`src/hw/dcache_settings.svh`:
```
`ifndef DCACHE_SETTINGS_SVH
`define DCACHE_SETTINGS_SVH

// cache geometry
`define DCACHE_WAYS       4
`define DCACHE_SETS       16
`define DCACHE_LINE_BITS  256
`define DCACHE_WORD_BITS  32
`define DCACHE_ADDR_BITS  32

// derived address split
`define DCACHE_OFFSET_BITS    5
`define DCACHE_SET_BITS       4
`define DCACHE_TAG_BITS       23
`define DCACHE_WORD_IDX_BITS  (`DCACHE_OFFSET_BITS - 2)
`define DCACHE_LINE_BYTES     (`DCACHE_LINE_BITS / 8)

`endif

```
`src/hw/dcache_pkg.sv`:
```
`include "dcache_settings.svh"

package dcache_pkg;

    typedef logic [1:0] way_t;

    // field view of an address, msb first
    typedef struct packed {
        logic [`DCACHE_TAG_BITS-1:0]      tag;
        logic [`DCACHE_SET_BITS-1:0]      set;
        logic [`DCACHE_WORD_IDX_BITS-1:0] word;
        logic [1:0]                       byte_idx;
    } addr_fields_t;

    typedef union packed {
        logic [`DCACHE_ADDR_BITS-1:0] raw;
        addr_fields_t                 f;
    } addr_u;

    // request held between accept and resp
    typedef struct packed {
        logic                         valid;
        addr_u                        addr;
        logic [3:0]                   rmask;
        logic [3:0]                   wmask;
        logic [`DCACHE_WORD_BITS-1:0] wdata;
    } req_t;

endpackage

```
`src/hw/dcache_plru.sv`:
```
`timescale 1ns/1ps
`include "dcache_settings.svh"

module dcache_plru (
    input  logic                        clk,
    input  logic                        rst,
    input  logic [`DCACHE_SET_BITS-1:0] set,
    input  logic                        touch,
    input  dcache_pkg::way_t            touch_way,
    output dcache_pkg::way_t            victim
);

    //        [0]
    //       /   \
    //     [1]   [2]
    //    /  \   /  \
    //   w0  w1 w2  w3
    // each bit points toward the side to evict next
    logic [2:0] tree [`DCACHE_SETS];
    logic [2:0] cur;
    logic [2:0] upd;

    assign cur    = tree[set];
    assign victim = cur[0] ? {1'b1, cur[2]} : {1'b0, cur[1]};

    always_comb begin
        upd    = cur;
        upd[0] = ~touch_way[1];   // root away from touched half
        if (touch_way[1]) begin
            upd[2] = ~touch_way[0];
        end else begin
            upd[1] = ~touch_way[0];
        end
    end

    always_ff @(posedge clk) begin
        if (rst) begin
            for (int s = 0; s < `DCACHE_SETS; s++) begin
                tree[s] <= '0;
            end
        end else if (touch) begin
            tree[set] <= upd;
        end
    end

    // controller holds off while in reset
    no_touch_in_rst: assert property (
        @(posedge clk) rst |-> !touch
    );

endmodule

```
`config.mk`:
```
export PLATFORM = sky130hd
export DESIGN_NAME = dcache_plru
export DESIGN_NICKNAME = d
export VERILOG_FILES = /design/src/hw/dcache_pkg.sv /design/src/hw/dcache_plru.sv
export VERILOG_INCLUDE_DIRS = /design/src /design/src/hw
export SDC_FILE = /design/constraint.sdc
export NUM_CORES = 1
export LEC_CHECK = 0
export ABC_AREA = 1
export BUFFER_PORTS_ARGS = -buffer_cell sky130_fd_sc_hd__buf_2
export CORE_UTILIZATION = 55
export CTS_BUF_LIST = sky130_fd_sc_hd__clkbuf_4
export CTS_CLUSTER_DIAMETER = 100
export DETAILED_ROUTE_END_ITERATION = 6
export GPL_TIMING_DRIVEN = 0
export PLACE_DENSITY = 0.82
export SLEW_MARGIN = 20
export SYNTH_ARGS = -nofsm -noshare
export SYNTH_HDL_FRONTEND = slang
export SYNTH_SLANG_ARGS = --single-unit
```
`constraint.sdc`:
```
create_clock -name clk -period 2 [get_ports clk]
set_clock_uncertainty 0.05 [all_clocks]
set_input_delay 0.2 -clock clk [delete_from_list [all_inputs] [get_ports clk]]
set_output_delay 0.2 -clock clk [all_outputs]
set_load 0.01 [all_outputs]
```
# Word-level counts from Yosys, hierarchy flattened

Memory sizes are Yosys's and may differ from the RTL's.
Cells that the tools add are included.

$add $sub $neg: 0
$mul: 0
Divide/modulo/power cells: 0
Magnitude comparators: 0
Equal/unequal tests: 0
Shifts and indexed selects: 0
Mux-type cells: 11
Bitwise logic cells: 2
Reduce and logical (&&, ||, !) cells: 1

Operators with widths:

| kind            | count |
|---|---|
| $mux 1          | 8 |
| $mux 4          | 1 |
| $mux 3          | 1 |
| $reduce_or 3->1 | 1 |
| $mux 2          | 1 |
| $not 1->1       | 2 |

Register bits after elaboration: 0
Latch bits: 0
Bits in writable memories: 48
Bits in read-only memories: 0
Input bits: 9
Logic and storage cells: 15
Memories: 1

Memories:

| name | words | width | rd ports | clocked after memory_dff | write ports | line              | source |
|---|---|---|---|---|---|---|---|
| tree | 16    | 3     | 1        | 0                        | 16          | dcache_plru.sv:19 | `` logic [2:0] tree [`DCACHE_SETS]; `` |

# Logic depth before layout (Yosys ltp)

Word-level depth: 5
Mapped depth: 14

# Worst setup path after synthesis

No wires, ideal clock.

Kind: input port to flip-flop
Start: in set[0]
End: mem tree[0][0] (enable)
Library setup time: 0.303 ns
Arrival: 1.203 ns
Required time: 1.647 ns
Setup slack: 0.444 ns
Stages on the path: 6
Cell sequence: buf_6 -> clkbuf_8 -> buf_6 -> nor3_1 -> nand2_1 -> nand2_1

RTL lines:

| item        | line              | source |
|---|---|---|
| from (decl) | dcache_plru.sv:7  | `` input logic [`DCACHE_SET_BITS-1:0] set, `` |
| to (decl)   | dcache_plru.sv:19 |  |

# Worst setup path in the final report

Start: mem tree[10][2]
End: out victim[0]

Cells in the longest elaborated chain, start to end: 2

Ends and longest elaborated chain:

| item         | line              | source |
|---|---|---|
| $mem_v2 16x3 | n/a               |  |
| $mux 2       | dcache_plru.sv:24 | `assign victim = cur[0] ? {1'b1, cur[2]} : {1'b0, cur[1]};` |
| to (decl)    | dcache_plru.sv:10 | `output dcache_pkg::way_t victim` |

No other way between the ends.

==> results_dict.tcl <==
set metrics [dict create \
    power_frac_comb_pct 12.4 \
    irDropWorstVdd_mv 0.528 \
    seq_power_share_pct 58.7 \
    portBuffers 8 \
    netlist_area_um2 2460 \
    switching_share_pct 24.1 \
    critical_path.top_delay_family "simple AND/OR/NAND/NOR gates" \
    cp_max_fo 2 \
    worst_ep_arrival_time_ps 1590 \
    numPlacedInstances 340 \
    finalCriticalPeriod_ps 1840 \
    cts_buffer_depth 2 \
    cpMaxStageDelayCell "edfxtp_1" \
    layout_common_cells "133 x nand2_1, 48 x edfxtp_1, 47 x nor2_1, 12 x nand3_1, 11 x buf_2" \
    hp-class "primary input to flip-flop" \
    grt_max_degree 15 \
    postCtsSetupBuffers 0 \
    biggestRegsByFlops "tree: 48 flops" \
    cp_cell_sequence "nand2_1, nand2_1, nand2_1, nand2_1, nand2_1, nand2_1, nor2_2, inv_1, nand2_1, nand2_1, buf_2" \
    fmax_ghz 0.544 \
    setup_viol 0 \
    cts.repair.resized 0 \
    die_h_um 68.9 \
    syn_inst 282 \
    num_rows 23 \
    avgSynthCellArea_um2 8.73 \
    p_switching_w 0.000477 \
    cp-end-kind "output pin" \
    maxSlewViolCount 0 \
    largest_reg_flops 48 \
    finalCritPeriodShare_pct 91.9 \
    overflow 0 \
    core-area_um2 4140 \
    cap_violations 0 \
    place_hpwl_um 3590 \
    routabilityCongestion 0.907 \
    criticalPathCategory "flip-flop to output pin" \
    grt_pass1_vias 1749 \
    grt_usage_pct 24.3 \
    fin_nets 306 \
    relSlewSlack_pct 55.9 \
    ys_warn_count 0 \
    routed_wl_um 5040 \
    cts-htree-levels 2 \
    setup_tns_ps 0 \
    clk_latency_ps 370 \
    status "complete, no violations" \
    ant_nets 0 \
    drc 0 \
    p_int_w 0.00150 \
    grt_pass1_wl_um 7870 \
    start_util_pct 59.4 \
    multi_input_area_um2 877 \
    firstDrtPassIters 4 \
    synth_seq_area_share_pct 58.5 \
    cp-start-kind "flip-flop" \
    cpMostUsedCell "nand2_1" \
    cts_tree "yes" \
    cts_made_buffers 5 \
    die_area_um2 4750 \
    ys_ff_latch 48 \
    leakagePower_nw 1.17 \
    yosys.cell_types.count 19 \
    drtIter0Drc 130 \
    layout_commonest_cell "nand2_1" \
    rsz0062_at_grt "false" \
    clock-sinks 48 \
    die_width_um 68.9 \
    hold_buffers 0 \
    nFillCells 360 \
    critPathMaxStageDelay_ps 400 \
    vias 1890 \
    hold_viol 0 \
    antenna_found_initial 0 \
    clkPwrFrac_pct 28.9 \
    cts-root-buf "clkbuf_4" \
    wl_per_cell_um 14.5 \
    clk_pin_slew_worst_paths_ps 140 \
    syn_nets 291 \
    area_growth_pct 7.42 \
    power_w 0.00198 \
    finalNonFillerCells 348 \
    insertedDiodeCount 0 \
    drive_gt1_share_pct 13.8 \
    avgViaCountPerCell 5.43 \
    top_register "tree" \
    ff_latch_area_um2 1440 \
    critPathBufInv 2 \
    worstMarginPinSlew_ps 656 \
    power.density_nw_per_um2 748 \
    required_ps 1750 \
    io-pin-count 11 \
]
## layout make-up
class,count,share of cell area [%]
Buffer,12,4.07
Timing Repair Buffer,8,1.51
Inverter,9,1.37
Clock inverter,2,1.32
Clock buffer,6,1.70
Sequential cell,48,54.5
Multi-Input combinational cell,213,33.2
Tap cell,50,2.37
## synth_stat cells (all sizes together)
library cell / n / area (µm²)
buf: 9 / 86.3
clkbuf: 3 / 21.3
clkinv: 1 / 3.75
edfxtp: 48 / 1440
inv: 8 / 32.5
nand2: 137 / 534
nand3: 12 / 60.1
nand4: 5 / 31.3
nor2: 55 / 226
nor3: 4 / 25.0
## layer usage
layer	track usage [%]	part of all wire [%]	up-vias	routed length, µm
li1	-	-	943	-
met3	5.43	8.8	13	445
met2	37.3	49	86	2450
met1	32.1	40	848	2030
met4	13.0	2.3	0	116
met5	0	0	-	0
## power groups by stage
stage               clock [W]  sequential (W)  combinational (W)
finish               0.000571         0.00116           0.000245
floorplan                   0         0.00118           0.000174
detailed placement          0         0.00118           0.000243
CTS                  0.000568         0.00116           0.000243
global placement            0         0.00118           0.000238
global route         0.000605         0.00117           0.000267
## stage by stage
step	hold slack [ps]	setup WS [ps]	area [µm²]	utilization, %
floorplan	496	444	2460	-
global placement	543	58.7	2560	61.9
detailed placement	544	55.9	2560	61.9
CTS	160	173	2650	63.8
global route	160	36.3	2650	63.8
finish	156	163	2650	63.8
## cell families (layout without fill, tap and decap cells)
logic type	after synthesis	count (layout)	synth area share [%]
buf+inv	21	37	5.84
flops	48	48	58.5
simple gates	213	213	35.6
## final timing paths
path                 from     endpoint  slack (ps)  cells after the start
max           tree[10][2]    victim[0]         160                     11
min          touch_way[1]   tree[7][0]         160                      2
max reg2reg   tree[10][2]  tree[11][2]         380                     11
min reg2reg    tree[2][2]   tree[5][2]         980                     10
Note: power is estimated with default switching activity, not from simulation.
